[config.mk]
export PLATFORM = sky130hd
export DESIGN_NAME = register_file
export DESIGN_NICKNAME = d
export VERILOG_FILES = /design/src/design/cpu_pkg.sv /design/src/design/register_file.sv
export VERILOG_INCLUDE_DIRS = /design/src /design/src/design
export SDC_FILE = /design/constraint.sdc
export NUM_CORES = 1
export LEC_CHECK = 0
export BUFFER_PORTS_ARGS = -buffer_cell sky130_fd_sc_hd__buf_4
export CORE_MARGIN = 1.5
export CORE_UTILIZATION = 46
export DETAILED_ROUTE_END_ITERATION = 8
export PLACE_DENSITY = 0.74
export SYNTH_ARGS = -nofsm -noshare
export SYNTH_HDL_FRONTEND = slang
export SYNTH_SLANG_ARGS = --single-unit
export TNS_END_PERCENT = 1
[constraint.sdc]
create_clock -name clk -period 3.6 [get_ports clk]
set_input_delay 0.54 -clock clk [delete_from_list [all_inputs] [get_ports clk]]
set_output_delay 0.54 -clock clk [all_outputs]
set_load 0.01 [all_outputs]
[src/design/cpu_macros.svh]
`ifndef CPU_MACROS_SVH
`define CPU_MACROS_SVH

// sizing for the 16-bit teaching core

// data path and instruction width in bits
`define CPU_WORD_W 16

// word address bits of instruction and data memories
// each memory holds 2**CPU_MEM_AW words
`define CPU_MEM_AW 8

// general purpose registers
// r0 reads as zero regardless of writes
`define CPU_NUM_REGS 16

`endif

[src/design/cpu_pkg.sv]
`include "cpu_macros.svh"

package cpu_pkg;

	// basic data word and register index
	typedef logic [`CPU_WORD_W-1:0] word_t;
	typedef logic [$clog2(`CPU_NUM_REGS)-1:0] reg_addr_t;

	// opcodes 5, 6, 7 and d are left out and retire as no-ops
	typedef enum logic [3:0] {
		OP_ADD = 4'h0, OP_SUB = 4'h1, OP_XOR = 4'h2, OP_SLL = 4'h3, OP_SRA = 4'h4,
		OP_LW = 4'h8, OP_SW = 4'h9, OP_LLB = 4'ha, OP_LHB = 4'hb, OP_B = 4'hc,
		OP_PCS = 4'he, OP_HLT = 4'hf
	} opcode_e;

	// alu operations, pass hands rd through for the byte merges
	typedef enum logic [2:0] {
		ALU_ADD, ALU_SUB, ALU_XOR, ALU_SLL, ALU_SRA, ALU_PASS
	} alu_op_e;

	// source of the register write value
	typedef enum logic [2:0] {
		WB_ALU, WB_MEM, WB_PCS, WB_LLB, WB_LHB
	} wb_sel_e;

	// field view of any instruction word
	// rt doubles as imm4, rs and rt together form imm8
	typedef struct packed {
		opcode_e opcode;
		reg_addr_t rd;
		reg_addr_t rs;
		reg_addr_t rt;
	} instr_t;

	// decoded controls for one instruction
	typedef struct packed {
		alu_op_e alu_op;
		logic use_imm;
		logic reg_we;
		logic mem_we;
		wb_sel_e wb_sel;
		logic set_zf;
		logic set_nv;
		logic is_branch;
		logic is_halt;
	} ctrl_t;

	typedef struct packed {
		logic z;
		logic v;
		logic n;
	} flags_t;

	// instruction memory load port, word addressed
	typedef struct packed {
		logic en;
		logic [`CPU_MEM_AW-1:0] addr;
		word_t data;
	} imem_load_t;

	// everything one instruction did in its cycle
	typedef struct packed {
		logic valid;
		word_t pc;
		instr_t instr;
		logic reg_we;
		reg_addr_t rd;
		word_t reg_wdata;
		logic mem_we;
		word_t mem_addr;
		word_t mem_wdata;
		word_t next_pc;
	} retire_t;

endpackage

[src/design/register_file.sv]
`timescale 1ns/1ps
`include "cpu_macros.svh"

module register_file import cpu_pkg::*; (
	input logic clk,
	input logic reset,
	input reg_addr_t rd_addr1,
	input reg_addr_t rd_addr2,
	output word_t rd_data1,
	output word_t rd_data2,
	input logic we,
	input reg_addr_t wr_addr,
	input word_t wr_data
);

	word_t regs [0:`CPU_NUM_REGS-1];

	// one write per edge and none to r0
	always_ff @(posedge clk) begin
		if (reset) begin
			for (int i = 0; i < `CPU_NUM_REGS; i++) begin
				regs[i] <= '0;
			end
		end else if (we && wr_addr != '0) begin
			regs[wr_addr] <= wr_data;
		end
	end

	// combinational reads
	// r0 keeps its reset value of zero
	assign rd_data1 = regs[rd_addr1];
	assign rd_data2 = regs[rd_addr2];

endmodule

# [Word-level counts from Yosys, hierarchy flattened]
# Memories as Yosys holds them, arrays and structs flattened.
# Cells that the tools add are included.
[totals] reg_bits=0 ram_bits=256 input_bits=31 out_inout_bits=32 word_cells=12 memories=1
[mem_list] memory="regs" words=16 width=16 read_ports=2 rd_clocked_by_memory_dff=0 wr=16 line_no="register_file.sv:16" source="word_t regs [0:`CPU_NUM_REGS-1];"
[op_classes] muxes=8 n_reduce_logical=3
[op_table] operator="2-to-1 mux 16 bit" count=1
[op_table] operator="OR reduction 16 bit" count=1
[op_table] operator="2-to-1 mux 1 bit" count=6
[op_table] operator="2-to-1 mux 4 bit" count=1
[op_table] operator="nonzero test 4 bit" count=1
[op_table] operator="logical AND 1 bit" count=1

# [Logic depth before layout (Yosys ltp)]
[logic_depth] word_depth=7 depth_mapped=5

# [Worst setup path after synthesis]
# OpenSTA, ideal clock, no wires.
[synth_timing] path_kind="input to output" from="input port rd_addr1[0]" to="output port rd_data1[10]" arrival_time_ns=1.862 required_time_ns=3.060 slack_ns=1.198 path_stages=5 cell_sequence="buf_2 > buf_2 > mux4_2 > a22oi_1 > nand2_1"
[synth_between] elab_chain_len=1
[synth_lines] item="from (decl)" line_no="register_file.sv:7" source="input reg_addr_t rd_addr1,"
[synth_lines] item="memory read (16 x 16 bit)"
[synth_lines] item="to (decl)" line_no="register_file.sv:9" source="output word_t rd_data1,"
# No other way between the ends.

# [Final worst setup path]
[layout_timing] from="input port rd_addr1[0]" to="output port rd_data1[15]"
# Same word-level chain as after synthesis.

==> results.py <==
metrics = {
    "status": {
        "status": "complete, no violations",
    },
    "setup_path": {
        "end_kind": "output port",
        "arrival_ps": 2360,
        "required_ps": 3060,
        "setup.worst_path.start_class": "input pin",
        "timing_worst_setup_path_type": "input pin to output port",
        "worstPathMaxFanout": 17,
    },
    "global_routing": {
        "antenna_found_initial": 0,
        "grt_max_degree": 36,
        "grt_pass1_wl_mm": 51.8,
        "grt_usage_pct": 23.5,
        "grt_overflow_total": 0,
        "grt_pass1_vias": 8290,
    },
    "detailed_routing": {
        "first_pass_iters": 5,
        "drt-total-wl_mm": 34.7,
        "vias": 7977,
        "drc_errors": 0,
        "detail-route-antenna-nets": 0,
        "vias_per_cell": 6.08,
        "post_drt_wl_per_cell_um": 26.5,
        "drt_iter0_markers": 1097,
    },
    "cts": {
        "cts_root_buffer": "clkbuf_16",
        "clock-sinks": 256,
        "ctsHtreeMaxLevel": 1,
        "ctsHoldBuffers": 0,
        "ctsResizeCount": 0,
        "post_cts_buffers": 0,
        "clkTransAtPathRegs_ps": 60,
        "cts_buffer_depth": 3,
        "cts_buffers": 27,
        "cts_tree": "built",
    },
    "yosys": {
        "syn_area_per_cell_um2": 15.8,
        "syn_area_um2": 13300,
        "yosys-top-cells-area": "edfxtp_1 (58%), mux4_2 (22%), and2_1 (11%), a22oi_1 (3.6%), clkbuf_1 (1.6%)",
        "synth-async-reset-ratio_pct": 0,
        "synth_ff_type": "edfxtp_1",
        "ys_seq_elements": 256,
        "synth_top_area_share_pct": 57.9,
        "synth_seq_area_share_pct": 57.9,
        "synth_cell_types": 18,
        "synth-edff-count": 256,
        "post-synth-top-area-cell": "edfxtp_1",
        "yosysWarnings": 0,
        "syn_inst": 842,
    },
    "die": {
        "io_pins": 63,
        "dieHeight_um": 173,
        "start_util_pct": 46.5,
        "die_w_um": 173,
        "rows": 62,
        "core-area_um2": 28500,
        "die_area_um2": 29900,
    },
    "cells_and_area": {
        "antenna_cells": 0,
        "reg_top3": "regs (256)",
        "final_common_cell": "edfxtp_1",
        "largest_reg_flops": 256,
        "layout.nets": 938,
        "fillCellCount": 2398,
        "area_growth_pct": 15.1,
        "top_register": "regs",
        "drive_above_1_share_pct": 31.1,
        "layout_common_cells": "edfxtp_1 (256), and2_1 (242), mux4_2 (128), buf_4 (90), a22oi_1 (64)",
        "fin_area_um2": 15300,
    },
    "sta": {
        "rsz0062_at_grt": "no",
        "relSlewSlack_pct": 60.8,
        "period_minus_slack_ps": 2900,
        "timing.fmax_mhz": 344,
        "fin_tns_setup_ps": 0,
        "worstMarginPinSlew_ps": 588,
        "setup_viol": 0,
        "hold_ws_ps": 403,
        "layout_setup_ws_ps": 695,
        "hold_viol_final": 0,
        "drv_slew": 0,
        "final.period_utilization_pct": 80.7,
    },
    "pwr": {
        "p_leak_nw": 5.38,
        "vdd_drop_max_uv": 316,
        "power_density_nw_per_um2": 488,
    },
    "flow_run": {
        "max_cap_viol_count": 0,
    },
    "placement": {
        "io_buffers": 62,
        "place_hpwl_mm": 22.2,
        "dpl-instance-area_um2": 14300,
        "post-place-ws_ps": 684,
        "routabilityCongestion": 0.843,
    },
    "hold_path": {
        "hold_start": "wr_data[4]",
        "holdPathEnd": "regs[5][4]$_SDFFCE_PN0P_",
        "holdPathStages": 2,
        "hold_class": "input pin to register",
    },
}
cell usage after synthesis, types with 3 or more instances:
cell type,n
a22oi_1,64
nor2_1,11
and2_1,242
nor3_2,3
buf_2,19
nor2b_1,4
mux4_2,128
edfxtp_1,256
or2_2,15
nor2_4,3
nand2_1,33
clkbuf_1,55
logic make-up (layout without fill, tap and decap cells):
group	Yosys count	after routing	synth area share [%]
AO/OA/AOI/OAI	64	64	3.62
buffers and inverters	76	147	2.33
flip-flops	256	256	57.9
multiplexers	128	128	21.7
other	1	16	0.0282
AND/OR/NAND/NOR	317	317	14.4
worst max path at each step:
stage / start / depth (start not counted) / slack (ps) / end
6_report: rd_addr1[0] / 7 / 700 / rd_data1[15]
3_5_place_dp: rd_addr1[0] / 7 / 680 / rd_data1[15]
4_1_cts: rd_addr1[0] / 7 / 680 / rd_data1[15]
5_1_grt: rd_addr1[0] / 7 / 580 / rd_data1[15]
3_3_place_gp: rd_addr1[0] / 7 / 710 / rd_data1[15]
2_1_floorplan: rd_addr1[0] / 5 / 1200 / rd_data1[10]
layer usage:
| metal | wire (µm) | GRT usage [%] | part of all wire (%) |
|---|---|---|---|
| met5 | 0 | 0 | 0 |
| met2 | 17400 | 39.2 | 50 |
| met1 | 13500 | 32.2 | 39 |
| met4 | 880 | 7.68 | 2.5 |
| met3 | 2930 | 3.23 | 8.4 |
worst max-delay path: stages:
cell	delay, ps
buf_4	350
buf_12	220
buf_4	200
mux4_2	510
a22oi_1	260
nand2_1	110
buf_4	160
power by group:
group | switching (W) | leakage (nW) | total, W | internal (W)
Sequential | 0.0000856 | 2.45 | 0.00354 | 0.00346
Combinational | 0.000451 | 2.47 | 0.000862 | 0.000411
Clock | 0.00118 | 0.469 | 0.00305 | 0.00186
metrics by stage:
| step | total power, W | utilization, % | std cells |
|---|---|---|---|
| 2_1_floorplan | 0.00410 | - | 857 |
| 3_3_place_gp | 0.00444 | 50.2 | 1262 |
| 3_5_place_dp | 0.00446 | 50.2 | 1262 |
| 4_1_cts | 0.00747 | 53.6 | 1312 |
| 5_1_grt | 0.00764 | 53.6 | 1312 |
| 6_report | 0.00746 | 53.6 | 1312 |
area by class of cell:
class / count / area, µm² / area share (%)
sequential: 256 / 7690 / 50.3
tap: 384 / 480 / 3.14
timing repair buffer: 97 / 816 / 5.34
multi-input combinational: 525 / 5340 / 34.9
clock buffer: 27 / 676 / 4.42
clock inverter: 23 / 289 / 1.89
Note: power is estimated with default switching activity, not from simulation.
