`src/design/cpu_macros.svh`:
```
`ifndef CPU_MACROS_SVH
`define CPU_MACROS_SVH

// sizing for the 16-bit teaching core

// data path and instruction width in bits
`define CPU_WORD_W 16

// word address bits of instruction and data memories
// each memory holds 2**CPU_MEM_AW words
`define CPU_MEM_AW 8

// general purpose registers
// r0 reads as zero regardless of writes
`define CPU_NUM_REGS 16

`endif

```
`src/design/cpu_pkg.sv`:
```
`include "cpu_macros.svh"

package cpu_pkg;

	// basic data word and register index
	typedef logic [`CPU_WORD_W-1:0] word_t;
	typedef logic [$clog2(`CPU_NUM_REGS)-1:0] reg_addr_t;

	// opcodes 5, 6, 7 and d are left out and retire as no-ops
	typedef enum logic [3:0] {
		OP_ADD = 4'h0, OP_SUB = 4'h1, OP_XOR = 4'h2, OP_SLL = 4'h3, OP_SRA = 4'h4,
		OP_LW = 4'h8, OP_SW = 4'h9, OP_LLB = 4'ha, OP_LHB = 4'hb, OP_B = 4'hc,
		OP_PCS = 4'he, OP_HLT = 4'hf
	} opcode_e;

	// alu operations, pass hands rd through for the byte merges
	typedef enum logic [2:0] {
		ALU_ADD, ALU_SUB, ALU_XOR, ALU_SLL, ALU_SRA, ALU_PASS
	} alu_op_e;

	// source of the register write value
	typedef enum logic [2:0] {
		WB_ALU, WB_MEM, WB_PCS, WB_LLB, WB_LHB
	} wb_sel_e;

	// field view of any instruction word
	// rt doubles as imm4, rs and rt together form imm8
	typedef struct packed {
		opcode_e opcode;
		reg_addr_t rd;
		reg_addr_t rs;
		reg_addr_t rt;
	} instr_t;

	// decoded controls for one instruction
	typedef struct packed {
		alu_op_e alu_op;
		logic use_imm;
		logic reg_we;
		logic mem_we;
		wb_sel_e wb_sel;
		logic set_zf;
		logic set_nv;
		logic is_branch;
		logic is_halt;
	} ctrl_t;

	typedef struct packed {
		logic z;
		logic v;
		logic n;
	} flags_t;

	// instruction memory load port, word addressed
	typedef struct packed {
		logic en;
		logic [`CPU_MEM_AW-1:0] addr;
		word_t data;
	} imem_load_t;

	// everything one instruction did in its cycle
	typedef struct packed {
		logic valid;
		word_t pc;
		instr_t instr;
		logic reg_we;
		reg_addr_t rd;
		word_t reg_wdata;
		logic mem_we;
		word_t mem_addr;
		word_t mem_wdata;
		word_t next_pc;
	} retire_t;

endpackage

```
`src/design/decode_unit.sv`:
```
`timescale 1ns/1ps

module decode_unit import cpu_pkg::*; (
	input instr_t instr,
	output ctrl_t ctrl,
	output reg_addr_t rd_addr1,
	output reg_addr_t rd_addr2
);

	// opcode to control fields
	always_comb begin
		// default is a no-op with every write off
		ctrl = '0;
		ctrl.alu_op = ALU_ADD;
		ctrl.wb_sel = WB_ALU;
		case (instr.opcode)
			OP_ADD, OP_SUB: begin
				ctrl.alu_op = (instr.opcode == OP_ADD) ? ALU_ADD : ALU_SUB;
				ctrl.reg_we = 1'b1;
				ctrl.set_zf = 1'b1;
				ctrl.set_nv = 1'b1;
			end
			OP_XOR: begin
				ctrl.alu_op = ALU_XOR;
				ctrl.reg_we = 1'b1;
				ctrl.set_zf = 1'b1;
			end
			OP_SLL, OP_SRA: begin
				// shift amount is imm4, not a register
				ctrl.alu_op = (instr.opcode == OP_SLL) ? ALU_SLL : ALU_SRA;
				ctrl.use_imm = 1'b1;
				ctrl.reg_we = 1'b1;
				ctrl.set_zf = 1'b1;
			end
			OP_LW: begin
				ctrl.reg_we = 1'b1;
				ctrl.wb_sel = WB_MEM;
			end
			OP_SW: ctrl.mem_we = 1'b1;
			OP_LLB, OP_LHB: begin
				// rd flows through the alu for the byte merge
				ctrl.alu_op = ALU_PASS;
				ctrl.reg_we = 1'b1;
				ctrl.wb_sel = (instr.opcode == OP_LLB) ? WB_LLB : WB_LHB;
			end
			OP_B: ctrl.is_branch = 1'b1;
			OP_PCS: begin
				ctrl.reg_we = 1'b1;
				ctrl.wb_sel = WB_PCS;
			end
			OP_HLT: ctrl.is_halt = 1'b1;
			default: ;
		endcase
	end

	// byte merges read their own destination
	assign rd_addr1 = (instr.opcode == OP_LLB || instr.opcode == OP_LHB) ? instr.rd : instr.rs;
	// store data comes from rd
	assign rd_addr2 = (instr.opcode == OP_SW) ? instr.rd : instr.rt;

endmodule

```
`config.mk`:
```
export PLATFORM = sky130hd
export DESIGN_NAME = decode_unit
export DESIGN_NICKNAME = d
export VERILOG_FILES = /design/src/design/cpu_pkg.sv /design/src/design/decode_unit.sv
export VERILOG_INCLUDE_DIRS = /design/src /design/src/design
export SDC_FILE = /design/constraint.sdc
export NUM_CORES = 1
export LEC_CHECK = 0
export BUFFER_PORTS_ARGS = -buffer_cell sky130_fd_sc_hd__buf_2
export CORE_AREA = 3 3 40 42
export DETAILED_ROUTE_END_ITERATION = 8
export DIE_AREA = 0 0 43 45
export GPL_ROUTABILITY_DRIVEN = 1
export PLACE_DENSITY = 0.5
export SLEW_MARGIN = 20
export SYNTH_ARGS = -nofsm -noshare
export SYNTH_HDL_FRONTEND = slang
export SYNTH_SLANG_ARGS = --single-unit
export TNS_END_PERCENT = 1
```
`constraint.sdc`:
```
create_clock -name vclk -period 1
set_input_delay 0 -clock vclk [all_inputs]
set_output_delay 0 -clock vclk [all_outputs]
set_load 0.005 [all_outputs]
```
======== Word level (Yosys, flattened, before mapping) ========
Cells that the tools add are included.
storage, ports and cells
  bits in registers ....................... 0
  input port bits ......................... 16
  word-level logic and storage cells ...... 32
cells by class
  equal/unequal tests ..................... 11
  muxes and demuxes ....................... 14
  reductions and logical operators ........ 7
operators with widths
  cell                                                             number
  4-bit == test, second input constant                             7
  3-bit one-hot mux with 4 select lines                            1
  3-bit one-hot mux with 3 select lines                            1
  9-bit OR reduction                                               1
  4-bit by 2-bit == test with 1-bit output, second input constant  2
  1-bit two-way mux                                                8
  4-bit two-way mux                                                2
  3-bit two-way mux                                                2
  2-bit OR reduction                                               3
  5-bit OR reduction                                               1
  4-bit by 1-bit == test with 1-bit output, second input constant  1
  4-bit by 3-bit == test with 1-bit output, second input constant  1
  4-bit logical NOT                                                1
  1-bit logical OR                                                 1

======== Longest topological paths before layout ========
  depth after elaboration ................. 3
  gate-level depth with buffers ........... 4
  depth with buffers taken out ............ 3

======== Worst setup path before layout ========
Ideal clock, no wire load.
  path type ............................... input to output
  start ................................... input instr[13] (netlist name)
  end ..................................... output rd_addr2[0]
  arrival time ............................ 932 ps
  data required time ...................... 1000 ps
  path slack .............................. 68 ps
  stages on the path ...................... 3
  path buffers ............................ 1
  cell sequence ........................... buf_2 nor4_4 mux2_2
on the way
  word-level cells in the longest chain between the ends .. 2
RTL lines
  what                RTL line           text
  start: declaration  decode_unit.sv:4   input instr_t instr,
  4-bit == test       decode_unit.sv:59  assign rd_addr2 = (instr.opcode == OP_SW) ? instr.rd : instr.rt;
  4-bit two-way mux   decode_unit.sv:59
  end: declaration    decode_unit.sv:7   output reg_addr_t rd_addr2
No other way between the ends.

======== Worst setup path after layout ========
  start ................................... input instr[14] (netlist name)
  end ..................................... output rd_addr2[3]
Same word-level chain as after synthesis.

==> qor.tcl <==
set qor(cell_variety_after_synth) 15
set qor(mostFrequentLayoutCells) {sky130_fd_sc_hd__buf_2 (31), sky130_fd_sc_hd__buf_4 (8), sky130_fd_sc_hd__nor2_1 (5)}
set qor(fp.dieH_um) 45
set qor(synth-xor-area-share_pct) 0
set qor(wl_per_cell_um) 10.8
set qor(chipWidth_um) 43
set qor(vias) 415
set qor(syn_avg_cell_area_um2) 6.96
set qor(viasPerCell) 4.56
set qor(setup_viol) 0
set qor(setup-tns-final_ns) 0
set qor(grt_pass1_vias) 346
set qor(synthCells) 34
set qor(yosysWarningCount) 0
set qor(post-route-drc-count) 0
set qor(num_rows) 13
set qor(post-dp-hpwl_um) 780
set qor(final-max-slew-violation-count) 0
set qor(design.final.nets) 94
set qor(hold_violations) 0
set qor(synthAdderAreaFrac_pct) 0
set qor(detail_route.first_pass.iterations) 3
set qor(fraction_of_final_layout_cells_with_drive_strength_greater_than_1_pct) 75.0
set qor(synth_area_um2) 236
set qor(die_area_um2) 1940
set qor(final_antenna_diode_count) 0
set qor(slew_headroom_pct) 82.1
set qor(cts_hold_buf) 0
set qor(synth_top_family_by_area) {multiplexers}
set qor(synth.yosys.seq_area_share_pct) 0
set qor(place_worst_setup_slack_ns) -0.0367
set qor(hold-worst-slack_ns) 0.291
set qor(global_route.usage.total_pct) 8.62
set qor(worst_setup_path_endpoint) {rd_addr2[3]}
set qor(hold_class) {primary input to primary output}
set qor(detail-route-antenna-nets) 0
set qor(number_of_antenna_violations_at_the_first_check_in_global_routing) 0
set qor(global_route_wire_length_before_repair_um) 1400
set qor(worst_setup_path_start_kind) {primary input}
set qor(period_share_pct) 96.6
set qor(synth.top_cell.area_share_pct) 38.1
set qor(worst-path-max-fanout) 5
set qor(setup.worst_path.class) {primary input to primary output}
set qor(run_status) {completed}
set qor(synth_top_area_cell) {sky130_fd_sc_hd__mux2_2}
set qor(timing_worst_slew_pin_value_ns) 0.268
set qor(leakagePower_nw) 0.306
set qor(layout.cells.most_common) {sky130_fd_sc_hd__buf_2}
set qor(flops_and_latches) 0
set qor(cap_viol_max_count) 0
set qor(sequential_cell_area_um2) 0
set qor(initial_utilization_pct) 18.4
set qor(number_of_primary_i_o_pins) 37
set qor(synth_simple_gate_area_share_pct) 35.4
set qor(coreArea_um2) 1280
set qor(grt_overflow_total) 0
set qor(power.ir.vdd_worst_v) 0.000135
set qor(critical_path_required_ns) 1.00
set qor(final.fill_count) 138
set qor(maximum_clock_rate_mhz) 1030
set qor(largest_net_degree_at_the_start_of_global_routing) 8
set qor(power_density_nw_per_um2) 395
set qor(drtIter0Drc) 1
set qor(port-buffer-count) 37
set qor(num-clock-buffers) 0
set qor(setup_slack_ns) 0.0337
set qor(gpl.final_weighted_congestion) 0.822
set qor(critPathCaptureType) {primary output}
set qor(critical_path_data_arrival_time_ns) 0.97
set qor(synth-compound-area-share_pct) 16.4
set qor(timing.critical_path.from) {instr[14]}
set qor(finalCriticalPeriod_ns) 0.966
set qor(finalWirelength_um) 980
set qor(layout-area-overhead-vs-synth_pct) 126
set qor(yosys-top-cells-area) {sky130_fd_sc_hd__mux2_2 (38%), sky130_fd_sc_hd__nor4_4 (9.0%), sky130_fd_sc_hd__nor2_1 (7.9%)}
set qor(synth.mux.area_fraction_pct) 38.1
set qor(syn_nets) 50
set qor(rsz0062_at_grt) {yes}
cell families after synthesis:
family / after synthesis
AOI/OAI and AO/OA: 6
buffers and inverters: 5
muxes: 8
and+or+nand+nor: 15
Yosys cell counts:
cell type                 number
sky130_fd_sc_hd__mux2_2        8
sky130_fd_sc_hd__buf_2         1
sky130_fd_sc_hd__a21oi_1       3
sky130_fd_sc_hd__inv_2         2
sky130_fd_sc_hd__inv_1         1
sky130_fd_sc_hd__o21ai_0       1
sky130_fd_sc_hd__nor4_4        1
sky130_fd_sc_hd__buf_4         1
sky130_fd_sc_hd__and3_2        1
sky130_fd_sc_hd__nand3_1       2
sky130_fd_sc_hd__o32a_2        1
sky130_fd_sc_hd__nor2_1        5
sky130_fd_sc_hd__nand2_1       3
sky130_fd_sc_hd__o21a_1        1
sky130_fd_sc_hd__nor3_1        3
worst max-delay path: stages:
cell and delay (ns):
sky130_fd_sc_hd__buf_8 0.10, sky130_fd_sc_hd__nor4_4 0.25, sky130_fd_sc_hd__buf_4 0.19, sky130_fd_sc_hd__mux2_4 0.31, sky130_fd_sc_hd__buf_6 0.12
routing by layer:
metal  vias up  part of all wire [%]  global-route usage (%)
met1       177                    44                    12.4
met5         -                     0                       0
met3         0                    15                   0.398
li1        207                     -                       -
met4         0                     0                       0
met2        31                    42                    15.3
worst min-delay path by stage:
stage | start | to | slack, ns | cells past startpoint
3_3_place_gp | instr[7] | rd_addr1[3] | 0.29 | 3
2_1_floorplan | instr[14] | ctrl[10] | 0.03 | 1
4_1_cts | instr[4] | rd_addr1[0] | 0.29 | 3
3_5_place_dp | instr[4] | rd_addr1[0] | 0.29 | 3
6_report | instr[4] | rd_addr1[0] | 0.29 | 3
5_1_grt | instr[2] | rd_addr2[2] | 0.30 | 3
where the power goes:
group	internal, mW	total (mW)	switching (mW)
logic	0.126	0.212	0.0861
registers	0	0	0
clock network	0	0	0
total	0.126	0.212	0.0861
per-stage QoR:
| step | instance area [µm²] | util [%] | cells | total power, mW |
|---|---|---|---|---|
| finish | 536 | 41.7 | 91 | 0.212 |
| global route | 536 | 41.7 | 91 | 0.231 |
| CTS | 487 | 37.9 | 91 | 0.189 |
| detailed placement | 473 | 36.8 | 90 | 0.184 |
| global placement | 473 | 36.8 | 90 | 0.183 |
| floorplan | 236 | - | 34 | 0.0822 |
final cells by class:
class / instances / area [µm²] / area share, %
inverters: 3 / 13.8 / 2.57
multi-input cells: 29 / 228 / 42.5
well taps: 15 / 18.8 / 3.50
repair buffers: 44 / 275 / 51.4
timing repair:
item,4_1_cts,5_1_grt
resized for setup,2,11
setup endpoints to repair,4,4
buffers inserted,1,0
pin swaps,1,1
No activity file was read; power rests on OpenSTA's default activity.
