===== src/design/cpu_macros.svh =====
`ifndef CPU_MACROS_SVH
`define CPU_MACROS_SVH

// sizing for the 16-bit teaching core

// data path and instruction width in bits
`define CPU_WORD_W 16

// word address bits of instruction and data memories
// each memory holds 2**CPU_MEM_AW words
`define CPU_MEM_AW 8

// general purpose registers
// r0 reads as zero regardless of writes
`define CPU_NUM_REGS 16

`endif


===== src/design/cpu_pkg.sv =====
`include "cpu_macros.svh"

package cpu_pkg;

	// basic data word and register index
	typedef logic [`CPU_WORD_W-1:0] word_t;
	typedef logic [$clog2(`CPU_NUM_REGS)-1:0] reg_addr_t;

	// opcodes 5, 6, 7 and d are left out and retire as no-ops
	typedef enum logic [3:0] {
		OP_ADD = 4'h0, OP_SUB = 4'h1, OP_XOR = 4'h2, OP_SLL = 4'h3, OP_SRA = 4'h4,
		OP_LW = 4'h8, OP_SW = 4'h9, OP_LLB = 4'ha, OP_LHB = 4'hb, OP_B = 4'hc,
		OP_PCS = 4'he, OP_HLT = 4'hf
	} opcode_e;

	// alu operations, pass hands rd through for the byte merges
	typedef enum logic [2:0] {
		ALU_ADD, ALU_SUB, ALU_XOR, ALU_SLL, ALU_SRA, ALU_PASS
	} alu_op_e;

	// source of the register write value
	typedef enum logic [2:0] {
		WB_ALU, WB_MEM, WB_PCS, WB_LLB, WB_LHB
	} wb_sel_e;

	// field view of any instruction word
	// rt doubles as imm4, rs and rt together form imm8
	typedef struct packed {
		opcode_e opcode;
		reg_addr_t rd;
		reg_addr_t rs;
		reg_addr_t rt;
	} instr_t;

	// decoded controls for one instruction
	typedef struct packed {
		alu_op_e alu_op;
		logic use_imm;
		logic reg_we;
		logic mem_we;
		wb_sel_e wb_sel;
		logic set_zf;
		logic set_nv;
		logic is_branch;
		logic is_halt;
	} ctrl_t;

	typedef struct packed {
		logic z;
		logic v;
		logic n;
	} flags_t;

	// instruction memory load port, word addressed
	typedef struct packed {
		logic en;
		logic [`CPU_MEM_AW-1:0] addr;
		word_t data;
	} imem_load_t;

	// everything one instruction did in its cycle
	typedef struct packed {
		logic valid;
		word_t pc;
		instr_t instr;
		logic reg_we;
		reg_addr_t rd;
		word_t reg_wdata;
		logic mem_we;
		word_t mem_addr;
		word_t mem_wdata;
		word_t next_pc;
	} retire_t;

endpackage


===== src/design/fetch_unit.sv =====
`timescale 1ns/1ps
`include "cpu_macros.svh"

module fetch_unit import cpu_pkg::*; (
	input logic clk,
	input logic reset,
	input logic run,
	input imem_load_t imem_load,
	input logic branch_taken,
	input word_t branch_target,
	output word_t pc,
	output word_t next_pc,
	output instr_t instr,
	output logic active,
	output logic hlt
);

	localparam int AW = `CPU_MEM_AW;

	// instruction storage, filled only through the load port
	word_t imem [0:(1 << AW)-1];

	word_t pc_q;
	logic hlt_q;
	logic is_hlt;
	word_t pc_plus2;

	// load port writes regardless of run or halt
	always_ff @(posedge clk) begin
		if (imem_load.en) begin
			imem[imem_load.addr] <= imem_load.data;
		end
	end

	// asynchronous read, pc is a byte address so drop bit 0
	assign instr = instr_t'(imem[pc_q[AW:1]]);

	assign active = run & ~hlt_q;
	assign is_hlt = (instr.opcode == OP_HLT);
	assign pc_plus2 = pc_q + word_t'(2);

	// hlt keeps the pc on itself
	// a taken branch wins over the sequential step
	always_comb begin
		if (is_hlt) begin
			next_pc = pc_q;
		end else if (branch_taken) begin
			next_pc = branch_target;
		end else begin
			next_pc = pc_plus2;
		end
	end

	// pc and halt only move in active cycles
	always_ff @(posedge clk) begin
		if (reset) begin
			pc_q <= '0;
			hlt_q <= 1'b0;
		end else if (active) begin
			pc_q <= next_pc;
			// hlt retires now and blocks everything from the next edge on
			if (is_hlt) begin
				hlt_q <= 1'b1;
			end
		end
	end

	assign pc = pc_q;
	assign hlt = hlt_q;

endmodule


===== config.mk =====
export PLATFORM = sky130hd
export DESIGN_NAME = fetch_unit
export DESIGN_NICKNAME = d
export VERILOG_FILES = /design/src/design/cpu_pkg.sv /design/src/design/fetch_unit.sv
export VERILOG_INCLUDE_DIRS = /design/src /design/src/design
export SDC_FILE = /design/constraint.sdc
export NUM_CORES = 2
export LEC_CHECK = 0
export BUFFER_PORTS_ARGS = -buffer_cell sky130_fd_sc_hd__buf_4
export CELL_PAD_IN_SITES_DETAIL_PLACEMENT = 0
export CELL_PAD_IN_SITES_GLOBAL_PLACEMENT = 1
export CORE_MARGIN = 5
export CORE_UTILIZATION = 57
export DETAILED_ROUTE_END_ITERATION = 10
export GPL_TIMING_DRIVEN = 1
export PLACE_DENSITY = 0.8
export SLEW_MARGIN = 20
export SYNTH_ARGS = -nofsm -noshare
export SYNTH_HDL_FRONTEND = slang
export SYNTH_SLANG_ARGS = --single-unit

===== constraint.sdc =====
create_clock -name clk -period 4.3 [get_ports clk]
set_input_delay 0.215 -clock clk [delete_from_list [all_inputs] [get_ports clk]]
set_output_delay 0.215 -clock clk [all_outputs]
set_load 0.02 [all_outputs]

---- Yosys cells after proc, flatten, opt, wreduce, memory -nomap -nowiden ----
Memories as Yosys holds them, arrays and structs flattened. A register that Yosys moved wholly into a read port is not among the register bits.
Cells that the tools add are included.
cells by class
  $add $sub $neg .......................... 1
  multiply operators ...................... 0
  divide/modulo/power cells ............... 0
  order comparisons ....................... 0
  equality and inequality tests ........... 1
  shift-type cells ........................ 0
  mux-type cells .......................... 6
  bitwise gates (word level) .............. 2
  reduce and logical (&&, ||, !) cells .... 1
operators with widths
  kind                                           number
  two-way mux 16 bit                             2
  adder 16 x 2 -> 16 bit, second input constant  1
  two-way mux 8 bit                              2
  equality test 4 bit, second input constant     1
  two-way mux 1 bit                              2
  AND reduction 2 bit                            1
  bitwise AND 1 bit                              1
  NOT 1 bit                                      1
storage, ports and cells
  bits in registers ....................... 17
  bits in latches ......................... 0
  memory bits (writable) .................. 4096
  memory bits (read-only) ................. 0
  output and inout bits ................... 50
  logic and storage cells ................. 14
  memories ................................ 1
memory list
  name  depth  bits a word  rd ports  clocked after memory_dff  wr ports  line              text
  imem  256    16           1         1                         1         fetch_unit.sv:21  word_t imem [0:(1 << AW)-1];

---- Longest topological paths before layout ----
  depth in word-level cells ............... 5
  depth in mapped cells ................... 17
  depth with buffers taken out ............ 9

---- Least setup slack after synthesis ----
No wires, ideal clock.
  path type ............................... reg-to-output
  start point ............................. reg (tool-made name)
  end point ............................... out instr[0] (netlist name)
  arrival time ............................ 3.538 ns
  data required time ...................... 4.085 ns
  slack ................................... 0.547 ns
  cell stages (with the launch flop) ...... 10
  buffers on the path ..................... 6
  cells stage by stage .................... dfxtp_1 buf_2 buf_2 buf_2 clkbuf_1 buf_1 buf_2 mux4_2 mux4_2 mux4_2
RTL lines
  item              line              text
  end: declaration  fetch_unit.sv:13  output instr_t instr,

==> run metrics <==
synth-to-layout area growth 16.41%; Layout Nets 7499; First-pass DRT Iterations 6; failing checks hold timing, setup timing; Hold/Removal Path Class in -> reg; Post-synth EDFFs just over 4k; Hold Violations, Final 25; post-synth top area cell edfxtp_1; clk sink count roughly 4.1k; Synth Net Count ~6.6k; Distinct cells, synth 53; Least-Margin Pin Slew 1.238 ns; leakage between 50 and 60 nW; Layout Skew 0.06191 ns; Crit path required time 4.09 ns; leading post-synthesis cells by cell area edfxtp_1, mux4_2, nor2_1; initial antenna violation count 39; maximum vdd drop 0.4322 mV; Inserted Clock Buffers around 400; Final Setup Violations 37; routed vias 79.00k; final wirelength approximately 430000 um; clock period minus final worst setup slack between 5 and 6 ns; top-area cell type share of the netlist area between 70 and 80%; Simple-Gate Fraction of Synth Area under 10%; Die W between 500 and 600 um; crit start category flip-flop; post-synthesis sequential area ratio between 70% and 80%; FF+latch count, synth 4121; die area about 290000 um^2; Max-Slew Margin vs Limit between 10% and 20%; final setup margin -0.7360 ns; Top FF cell, synth edfxtp_1; share of power burned in registers between 40% and 50%; Clock power frac roughly two fifths; vias per cell roughly 6.9; synthesized instance count between 6k and 7k; PortBufs 94; post-layout util between 60% and 70%; first-pass GRT wire length about 600000 um; Switch Pwr between 20 and 25 mW; # H-tree levels 5; critical path arrival approximately 4.8 ns; final hold slack -0.06861 ns; kind of critical path reg -> out; Worst setup EP type output pin; RSZ-0062 raised after global routing true; Iter 0 DRT Violations between 10k and 15k; Initial Util a little under three fifths; max frequency around 200 MHz; GRT overflow 0; GPL Wtd Cong 0.8961; Die H 537.1 um; Ports 95; syn_area_per_cell ~24 um^2; gr usage total ~30%; WL/cell 37.48 um; Reg clk slew, reported paths 0.06 ns; largest net degree at the start of global routing approximately 150; max-cap viol count 0; CP Max Fanout 8; Max clock buf depth 4; Sw Ratio a little under a quarter; total power approximately 90 mW; Slew Viols, Final 0; XOR/XNOR share of the synthesized area 0.04424%; synth warn 0; largest family of logic cells by synthesized area multiplexers; fill cell count between 15k and 20k; layout cell share with drive strength beyond 1 a little over a third; placed wire-length estimate roughly 240000 um; TritonCTS clock tree done; Synth Area in Compound Gates about 1.1%; status complete, but fails checks; final worst-path cycle share 117.1%; register area 123500 um^2; clk root buf clkbuf_16; mux contribution to synthesized area 18.33%; Post-Synth Adder-Cell Area less than 1%; Setup WS pre-CTS -0.9452 ns; pwr/cell area approximately 490 nW/um^2; P_int 69.10 mW; post-route ant nets 0; core area around 280000 um^2; ys async rst share 0%; Post-Syn Area 158400 um^2; combinational share of power a little under an eighth; vias in the first global route 78.64k; Row Count between 150 and 200; multi-input logic area ~34000 um^2; DRC violations left 0; clock latency on the worst-skew pair 0.99 ns
cell families after synthesis:
kind of cell               count (synthesis)
adders and majority gates                  1
buffers and inverters                    387
and+or+nand+nor                          476
DFF                                     4121
xor gates and xnor gates                   8
AOI/OAI and AO/OA                        245
muxes                                   1348
per-layer routing:
metal | GRT usage [%] | vias to the layer above | share of wire [%]
li1 | - | 30180 | -
met1 | 40.63 | 41790 | 34
met2 | 46.36 | 6014 | 48
met3 | 7.283 | 987 | 13
met4 | 11.14 | 24 | 4.5
met5 | 0 | - | 0.037
power by group through the flow:
| stage | logic, mW | registers [mW] | clock network (mW) |
|---|---|---|---|
| 5_1_grt | 10.6 | 44.3 | 37.6 |
| 4_1_cts | 9.54 | 44.3 | 35.6 |
| 6_report | 10.2 | 44.3 | 35.4 |
| 3_5_place_dp | 8.77 | 45.2 | 0 |
| 2_1_floorplan | 5.10 | 45.2 | 0 |
| 3_3_place_gp | 8.66 | 45.2 | 0 |
stage by stage:
stage               cells  setup TNS [ns]  instance area [um^2]
finish              11510          -19.56                184400
global route        11500          -19.80                184300
CTS                 11400          -18.48                182500
detailed placement  10540          -13.11                167000
global placement    10540          -16.48                167000
floorplan            6586               0                158400
flip-flops by register name, indices dropped and copies added (netlist names), named ones only:
signal,cells
hlt,1
pc,16
imem,4096
layout by cell type, fill, tap and decap left out, types with 20 or more instances in the layout:
| cell type | synthesis | final |
|---|---|---|
| clkbuf_1 | 119 | 69 |
| edfxtp_1 | 4096 | 4096 |
| a22oi_1 | 73 | 53 |
| clkinv_2 | 0 | 78 |
| clkbuf_16 | 0 | 429 |
| buf_16 | 0 | 51 |
| buf_4 | 55 | 566 |
| clkinv_1 | 0 | 85 |
| mux2i_1 | 81 | 77 |
| o21ai_0 | 36 | 27 |
| buf_6 | 16 | 57 |
| mux4_2 | 1239 | 1239 |
| nor2_1 | 289 | 278 |
| buf_12 | 0 | 69 |
| bufinv_16 | 0 | 46 |
| a21oi_1 | 44 | 30 |
| clkinvlp_4 | 0 | 29 |
| mux2_2 | 28 | 28 |
| nand2_1 | 58 | 54 |
| a22oi_2 | 0 | 20 |
| nand3_1 | 45 | 38 |
| dlygate4sd3_1 | 0 | 37 |
area by class of cell:
class / instances / share of cell area (%)
Antenna cell: 17 / 0.02308
Clock buffer: 474 / 5.638
Clock inverter: 265 / 1.528
Inverter: 9 / 0.02240
Multi-Input combinational cell: 2078 / 18.19
Sequential cell: 4121 / 67.00
Tap cell: 3705 / 2.515
Timing Repair Buffer: 842 / 5.083
critical path: stages, from the launching register on:
cell and delay, ns:
dfxtp_4 0.41, buf_12 0.19, buf_12 0.14, clkbuf_16 0.18, buf_4 0.12, mux4_2 0.56
a22o_1 0.29, a221oi_4 0.31, o221ai_2 0.14, a211oi_2 0.37, or4_4 0.25, or4_4 0.23
buf_12 0.16, mux2_2 0.34, buf_4 0.16
path summary, 6_finish.rpt:
check,startpoint,to,slack (ns),cells past startpoint
max,flip-flop,next_pc[14],-0.74,14
min,imem_load[5],imem[175][5],-0.07,1
max reg2reg,flip-flop,flip-flop,-0.03,18
min reg2reg,hlt,hlt,0.52,2
cells in the mapped netlist (3+ instances only):
cell type / number
a311oi_1: 3
buf_1: 16
o21ai_0: 36
buf_4: 55
buf_2: 170
nand4_1: 18
o211ai_1: 7
o31ai_1: 9
and3_1: 4
nand2_1: 58
nor4_1: 5
o221ai_1: 4
inv_1: 9
and2_1: 5
a31oi_1: 6
dfxtp_1: 25
a22o_1: 17
mux2i_1: 81
clkbuf_1: 119
a221oi_1: 13
nand3_1: 45
mux2_2: 28
a2111oi_0: 6
xor2_1: 4
buf_6: 16
xnor2_1: 4
a22oi_1: 73
or4_1: 6
edfxtp_1: 4096
nand2b_1: 7
a211oi_1: 8
nor3_1: 8
o22ai_1: 8
a21oi_1: 44
nor2b_1: 23
nor2_1: 289
mux4_2: 1239
o22a_1: 4
repair_timing:
item	in CTS	in global routing
setup endpoints to repair	57	38
pin swaps	13	33
buffers inserted	60	76
gates cloned	23	25
resized for setup	122	149
hold buffers	38	1
endpoints found under the hold margin	237	1
Note: power is estimated with default switching activity, not from simulation.
