File: src/design/cpu_macros.svh
`ifndef CPU_MACROS_SVH
`define CPU_MACROS_SVH

// sizing for the 16-bit teaching core

// data path and instruction width in bits
`define CPU_WORD_W 16

// word address bits of instruction and data memories
// each memory holds 2**CPU_MEM_AW words
`define CPU_MEM_AW 8

// general purpose registers
// r0 reads as zero regardless of writes
`define CPU_NUM_REGS 16

`endif

File: src/design/cpu_pkg.sv
`include "cpu_macros.svh"

package cpu_pkg;

	// basic data word and register index
	typedef logic [`CPU_WORD_W-1:0] word_t;
	typedef logic [$clog2(`CPU_NUM_REGS)-1:0] reg_addr_t;

	// opcodes 5, 6, 7 and d are left out and retire as no-ops
	typedef enum logic [3:0] {
		OP_ADD = 4'h0, OP_SUB = 4'h1, OP_XOR = 4'h2, OP_SLL = 4'h3, OP_SRA = 4'h4,
		OP_LW = 4'h8, OP_SW = 4'h9, OP_LLB = 4'ha, OP_LHB = 4'hb, OP_B = 4'hc,
		OP_PCS = 4'he, OP_HLT = 4'hf
	} opcode_e;

	// alu operations, pass hands rd through for the byte merges
	typedef enum logic [2:0] {
		ALU_ADD, ALU_SUB, ALU_XOR, ALU_SLL, ALU_SRA, ALU_PASS
	} alu_op_e;

	// source of the register write value
	typedef enum logic [2:0] {
		WB_ALU, WB_MEM, WB_PCS, WB_LLB, WB_LHB
	} wb_sel_e;

	// field view of any instruction word
	// rt doubles as imm4, rs and rt together form imm8
	typedef struct packed {
		opcode_e opcode;
		reg_addr_t rd;
		reg_addr_t rs;
		reg_addr_t rt;
	} instr_t;

	// decoded controls for one instruction
	typedef struct packed {
		alu_op_e alu_op;
		logic use_imm;
		logic reg_we;
		logic mem_we;
		wb_sel_e wb_sel;
		logic set_zf;
		logic set_nv;
		logic is_branch;
		logic is_halt;
	} ctrl_t;

	typedef struct packed {
		logic z;
		logic v;
		logic n;
	} flags_t;

	// instruction memory load port, word addressed
	typedef struct packed {
		logic en;
		logic [`CPU_MEM_AW-1:0] addr;
		word_t data;
	} imem_load_t;

	// everything one instruction did in its cycle
	typedef struct packed {
		logic valid;
		word_t pc;
		instr_t instr;
		logic reg_we;
		reg_addr_t rd;
		word_t reg_wdata;
		logic mem_we;
		word_t mem_addr;
		word_t mem_wdata;
		word_t next_pc;
	} retire_t;

endpackage

File: src/design/execute_unit.sv
`timescale 1ns/1ps
`include "cpu_macros.svh"

module execute_unit import cpu_pkg::*; (
	input logic clk,
	input logic reset,
	input logic active,
	input instr_t instr,
	input ctrl_t ctrl,
	input word_t pc,
	input word_t rd_data1,
	input word_t rd_data2,
	output word_t alu_result,
	output word_t mem_addr,
	output logic branch_taken,
	output word_t branch_target
);

	localparam int W = `CPU_WORD_W;

	word_t op_b;
	flags_t flags_q;
	flags_t flags_new;
	logic [2:0] cond;
	logic [8:0] offset;
	logic cond_met;

	// imm4 is unsigned when used as a shift amount
	assign op_b = ctrl.use_imm ? word_t'(instr.rt) : rd_data2;

	always_comb begin
		case (ctrl.alu_op)
			ALU_ADD: alu_result = rd_data1 + op_b;
			ALU_SUB: alu_result = rd_data1 - op_b;
			ALU_XOR: alu_result = rd_data1 ^ op_b;
			ALU_SLL: alu_result = rd_data1 << op_b[3:0];
			ALU_SRA: alu_result = word_t'($signed(rd_data1) >>> op_b[3:0]);
			default: alu_result = rd_data1;
		endcase
	end

	// flags of the result, only latched when ctrl says so
	assign flags_new.z = (alu_result == '0);
	assign flags_new.n = alu_result[W-1];
	// signed overflow of the wrapped sum or difference
	// sub flips the sign test on the second operand
	assign flags_new.v = (ctrl.alu_op == ALU_SUB) ?
		((rd_data1[W-1] != op_b[W-1]) && (alu_result[W-1] != rd_data1[W-1])) :
		((rd_data1[W-1] == op_b[W-1]) && (alu_result[W-1] != rd_data1[W-1]));

	always_ff @(posedge clk) begin
		if (reset) begin
			flags_q <= '0;
		end else if (active) begin
			if (ctrl.set_zf) begin
				flags_q.z <= flags_new.z;
			end
			if (ctrl.set_nv) begin
				flags_q.v <= flags_new.v;
				flags_q.n <= flags_new.n;
			end
		end
	end

	// load and store address is rs plus sign extended imm4 in words
	assign mem_addr = rd_data1 + {{(W-5){instr.rt[3]}}, instr.rt, 1'b0};

	// branch fields overlay rd, rs and rt
	assign cond = instr.rd[3:1];
	assign offset = {instr.rd[0], instr.rs, instr.rt};
	assign branch_target = pc + word_t'(2) + {{(W-10){offset[8]}}, offset, 1'b0};

	// conditions look at the flags left by earlier instructions
	always_comb begin
		case (cond)
			3'b000: cond_met = ~flags_q.z;
			3'b001: cond_met = flags_q.z;
			3'b010: cond_met = ~flags_q.z & ~flags_q.n;
			3'b011: cond_met = flags_q.n;
			3'b100: cond_met = ~flags_q.n;
			3'b101: cond_met = flags_q.z | flags_q.n;
			3'b110: cond_met = flags_q.v;
			default: cond_met = 1'b1;
		endcase
	end

	assign branch_taken = ctrl.is_branch & cond_met;

endmodule

File: config.mk
export PLATFORM = sky130hd
export DESIGN_NAME = execute_unit
export DESIGN_NICKNAME = d
export VERILOG_FILES = /design/src/design/cpu_pkg.sv /design/src/design/execute_unit.sv
export VERILOG_INCLUDE_DIRS = /design/src /design/src/design
export SDC_FILE = /design/constraint.sdc
export NUM_CORES = 1
export LEC_CHECK = 0
export ABC_AREA = 0
export BUFFER_PORTS_ARGS = -buffer_cell sky130_fd_sc_hd__buf_2
export CORE_MARGIN = 1.5
export CORE_UTILIZATION = 26
export CTS_BUF_LIST = sky130_fd_sc_hd__clkbuf_2
export CTS_CLUSTER_SIZE = 8
export DETAILED_ROUTE_END_ITERATION = 12
export PLACE_DENSITY = 0.52
export SETUP_SLACK_MARGIN = 0.4
export SLEW_MARGIN = 20
export SYNTH_ARGS = -nofsm -noshare
export SYNTH_HDL_FRONTEND = slang
export SYNTH_SLANG_ARGS = --single-unit
File: constraint.sdc
create_clock -name clk -period 18.5 [get_ports clk]
set_input_delay 3.7 -clock clk [delete_from_list [all_inputs] [get_ports clk]]
set_output_delay 3.7 -clock clk [all_outputs]
set_load 0.02 [all_outputs]
=== Yosys cells after proc, flatten, opt, wreduce, memory -nomap -nowiden ===
Index checks and enable logic that the tools add are counted.

* Register bits after elaboration: 3
* Output and inout bits: 49
* Word-level logic and storage cells: 40

* Add/subtract/negate cells: 5
* Equal/unequal tests: 13
* Shifts and indexed selects: 2
* Mux-type cells: 4
* Bitwise operators: 6
* Reduce and logical (&&, ||, !) cells: 7

{| class="wikitable"
|+ Operators with widths
! cell !! number
|-
| one-hot mux 16 bit (5 select lines) || 1
|-
| adder 16 bit || 3
|-
| adder 16 x 2 -> 16 bit, second input constant || 1
|-
| zero test 16 bit || 1
|-
| two-way mux 16 bit || 1
|-
| left shift 16 x 4 -> 16 bit || 1
|-
| >>> shifter 16 x 4 -> 16 bit || 1
|-
| subtractor 16 bit || 1
|-
| XOR 16 bit || 1
|-
| == test 3 x 2 -> 1 bit, second input constant || 4
|-
| == test 3 bit, second input constant || 4
|-
| one-hot mux 1 bit (7 select lines) || 1
|-
| == test 3 x 1 -> 1 bit, second input constant || 2
|-
| zero test 3 bit || 2
|-
| AND reduction 2 bit || 2
|-
| bitwise AND 1 bit || 2
|-
| logical AND 1 bit || 2
|-
| inequality test 1 bit || 2
|-
| NOT 1 bit || 2
|-
| == test 1 bit || 1
|-
| two-way mux 1 bit || 1
|-
| OR 1 bit || 1
|}

=== Depth between registers and ports, before layout ===
* Word-level depth: 6
* Depth in mapped cells: 21
* Depth with buffers taken out: 18

=== Worst setup path before layout ===
Ideal clock, no wire load.

* Path kind: in2out
* Start: input ctrl[9] (netlist name)
* End: output alu_result[13]
* Data arrival time: 7.402 ns
* Data required time: 14.800 ns
* Path slack: 7.398 ns
* Stages: 18
* Path buffers: 3
* Path through: buf_6 mux2_2 inv_1 buf_2 buf_2 ha_1 and3_1 o21ai_0 o21ai_0 a21oi_1 o22a_1 ha_1 a21o_1 a21oi_1 a21oi_1 a2111oi_0 xor2_1 o22ai_1

* Word-level cells in the longest chain between the ends: 3
* Elaborated cells on any way between the ends: 7
* Classes of those cells: add/sub: 2; shift: 2; mux: 2; bitwise: 1

{| class="wikitable"
|+ RTL lines
! what !! line !! RTL
|-
| start, declared || execute_unit.sv:9 || <nowiki>input ctrl_t ctrl,</nowiki>
|-
| two-way mux 16 bit * || execute_unit.sv:29 || <nowiki>assign op_b = ctrl.use_imm ? word_t'(instr.rt) : rd_data2;</nowiki>
|-
| subtractor 16 bit (tied with other cells) || execute_unit.sv:34 || <nowiki>ALU_SUB: alu_result = rd_data1 - op_b;</nowiki>
|-
| one-hot mux 16 bit (5 select lines) * || execute_unit.sv:32 || <nowiki>case (ctrl.alu_op)</nowiki>
|-
| end, declared || execute_unit.sv:13 || <nowiki>output word_t alu_result,</nowiki>
|}

Mark *: on every way between the ends. The rest lies on a longest branch, timed or not.

=== Worst setup path after layout ===
* Start: input ctrl[9] (netlist name)
* End: output alu_result[15]

The elaborated chain is that of the path after synthesis.

==> metrics.md <==
| Metric | Value |
|---|---|
| Crit path time final | approximately 13 ns |
| Post CTS Setup Buffer Count | 0 |
| Crit path buf inv count | 4 |
| Nature of the critical path startpoint | primary input |
| Clk pwr share | 0.034 |
| Top post-synthesis cells by area | ha_1, mux4_2, mux2i_1 |
| DRT antenna net count | 0 |
| PortBufs | ~120 |
| Wire length of the first global-routing pass | 31.9 mm |
| Slowest cell on crit path | mux2_2 |
| Slew @ Worst Pin | 0.981 ns |
| Vias per inst | between 5 and 6 |
| # resized after CTS | 0 |
| Crit-path cells | buf_2 -> mux2_2 -> inv_1 -> buf_4 -> ha_1 -> and3_1 -> o21ai_0 -> o21ai_0 -> a21oi_1 -> o22a_1 -> ha_1 -> nand3_1 -> a211o_1 -> a21oi_1 -> o21ai_0 -> a31oi_1 -> mux2i_1 -> a22oi_1 -> buf_2 |
| Maximum clock rate | 0.0799 GHz |
| Clock Pin Slew Worst Setup and Hold Paths | 0.04 ns |
| Met2 usage | 0.294 |
| Max Fanout on Critical Path | 37 |
| CP top delay family | compound AO/OA/AOI/OAI gates |
| Rows | 51 |
| First-iteration detailed-routing DRC count | between 600 and 700 |
| Diodes inserted | 0 |
| Synth area leader | ha_1 |
| Total power | 0.263 mW |
| Total track usage | 0.187 |
| P_int | between 0.1 and 0.15 mW |
| Gr busiest metal | met2 |
| Placed insts | 1088 |
| Sequential share of power | 0.027 |
| Number of CTS-inserted buffers | 3 |
| Grt ovf | 0 |
| Clk_skew | 0 ns |
| Syn Area/Cell | 6.95 um^2 |
| Top reg by flops | flags_q |
| CTS tree | yes |
| Number of detailed-route iterations in the first pass | 6 |
| Final net count | a little under 1000 |
| Vias | 6201 |
| Met1 usage | 0.263 |
| I/O pins | approximately 130 |
| Max stage delay on crit path | about 0.67 ns |
| Fin. Hold Viols | 0 |
| Pre-CTS setup slack | 6.06 ns |
| Antenna violations before repair | 0 |
| Post-DP HPWL | between 15 and 20 mm |
| Post-Syn Area | around 0.0052 mm^2 |
| RSZ-0062 raised after global routing | no |
| Sequential area share after synthesis | 0.0114 |
| Clock root buffer | clkbuf_2 |
| Core Region | a little under 0.02 mm^2 |
| CP most frequent cell | o21ai_0 |
| Area of the die | 0.0210 mm^2 |
| Logic gate share of total power | 0.940 |
| Htree depth | 1 |
| Post-synth top area share | 0.138 |
| Vias in the first global route | around 5600 |
| Status | completed |
| Crit Path Class | in2out |
| Worst vdd ir | approximately 0.018 mV |
| Post-synth EDFFs | 0 |
| CP Data Required Time | roughly 15 ns |
| Pin count of the biggest net entering global routing | between 40 and 50 |
| Routed len/inst | 19.0 um |
| Worst-Skew Late Latency | approximately 0.20 ns |
| Total negative slack | 0 ns |
| Clock Sinks | 3 |
| RePlAce Congestion | 0.942 |
| Max-cap viol count | 0 |
| Critical Path End Type | output port |
| Mapped Nets | roughly 900 |
| CP arrival | 8.82 ns |
| Yosys reg bits | 3 |
| Min setup slack post-route | ~6 ns |
| Synth cell types | 73 |
| Worst hold path type | reg2reg |
| Ys Warns | 0 |
| PD cells | approximately 44 mW/mm^2 |
| Post-synth ARST share | 0 |
| Routing usage on met3 | 0.0236 |
| Leakage | 2.57 nW |
| Max Slew Vio Count | 0 |
| Die height | about 150 um |
| # hold bufs at CTS | 0 |
| Area delta synth->final | 14.0% |
| Switching Power | around 0.16 mW |
| DRC viols | 0 |
| Chip width | between 100 and 150 um |
| Final period util | 0.676 |
| Clk buf depth | 2 |
| Ys flop type | dfxtp_1 |
| Max FFs per register | 3 |
| Initial Utilization | 0.267 |
| Relative max-transition margin | 0.343 |
| Largest registers | flags_q (3) |
| Share of cells above drive strength 1 | 0.191 |
| Drt total wl | 20.7 mm |
| Cells after synthesis | roughly 760 |
| Finished Layout Cells | around 1100 |
| Final setup fails | 0 |
| Sw frac | 0.596 |
[cell families (layout without fill, tap and decap cells)]
| group | Yosys count | in the layout | synth area share |
|---|---|---|---|
| mux | 56 | 56 | 0.147 |
| xor+xnor | 46 | 46 | 0.0768 |
| fa+ha+maj | 61 | 61 | 0.150 |
| buf+inv | 87 | 159 | 0.0715 |
| compound gates | 225 | 225 | 0.292 |
| flops | 3 | 3 | 0.0114 |
| simple gates | 277 | 277 | 0.251 |
[power groups by stage]
stage	clock (mW)	combinational (mW)	sequential, mW
finish	0.00885	0.247	0.00698
global route	0.0102	0.269	0.00699
CTS	0.00946	0.246	0.00697
detailed placement	0	0.245	0.00708
global placement	0	0.245	0.00708
floorplan	0	0.175	0.00702
[cells in the final DEF, fill, tap and decap left out, drive strengths merged, types with 7 or more instances in the layout]
cell,n
buf,120
nor2,83
nand2,68
ha,58
a21oi,54
o21ai,40
inv,35
mux2i,34
xnor2,32
nor3,24
nand3,23
mux4,15
a31oi,14
xor2,14
nor2b,14
o211ai,12
nand2b,10
a22oi,9
or3,9
a21o,8
and3,8
and2,8
a211oi,7
nor4,7
mux2,7
[layout make-up]
type                    instances  area [um^2]
fillers                      2235        13700
multi-input cells             665         4830
repair buffers                120          611
well taps                     265          332
inverters                      35          134
flip-flops and latches          3         60.1
clock buffers                   4         20.0
[through the flow]
stage          hold WS, ns  area, um^2  utilization
6_report             0.499        5980        0.304
2_1_floorplan        0.457        5250            -
3_5_place_dp         0.493        5960        0.303
4_1_cts              0.502        5980        0.304
3_3_place_gp         0.498        5960        0.303
5_1_grt              0.551        5980        0.304
[worst paths after layout]
| kind | from | to | slack, ns | cells past startpoint |
|---|---|---|---|---|
| setup / recovery | ctrl[9] | alu_result[15] | 5.98 | 19 |
| hold / removal | flags_q[0]$_SDFFE_PP0P_ | flags_q[0]$_SDFFE_PP0P_ | 0.50 | 2 |
| setup reg to reg | flags_q[0]$_SDFFE_PP0P_ | flags_q[0]$_SDFFE_PP0P_ | 17.86 | 2 |
| hold reg to reg | flags_q[0]$_SDFFE_PP0P_ | flags_q[0]$_SDFFE_PP0P_ | 0.50 | 2 |
[synthesized netlist by cell type, drive strengths merged (7+ instances only)]
master	n
ha	58
a211oi	7
mux2i	34
o211ai	12
and3	8
nand2b	10
or3	9
nand3	23
mux4	15
buf	21
a21oi	54
xnor2	32
a21o	8
nor2b	14
mux2	7
a22oi	9
o21ai	40
inv	35
and2	8
nand2	68
nor3	24
nor4	7
a31oi	14
clkbuf	31
nor2	83
xor2	14
[tightest hold or removal path, cell delays in order (launching register included)]
cell and delay (ns):
dfxtp_1 0.33, nand2_1 0.06, a21oi_1 0.06
[per-layer routing]
| metal | part of all wire | wire length (um) | vias up |
|---|---|---|---|
| li1 | - | - | 2995 |
| met1 | 0.44 | 9190 | 2857 |
| met2 | 0.45 | 9310 | 301 |
| met3 | 0.071 | 1470 | 48 |
| met4 | 0.037 | 770 | 0 |
| met5 | 0 | 0 | - |
No activity file was read; power rests on OpenSTA's default activity.
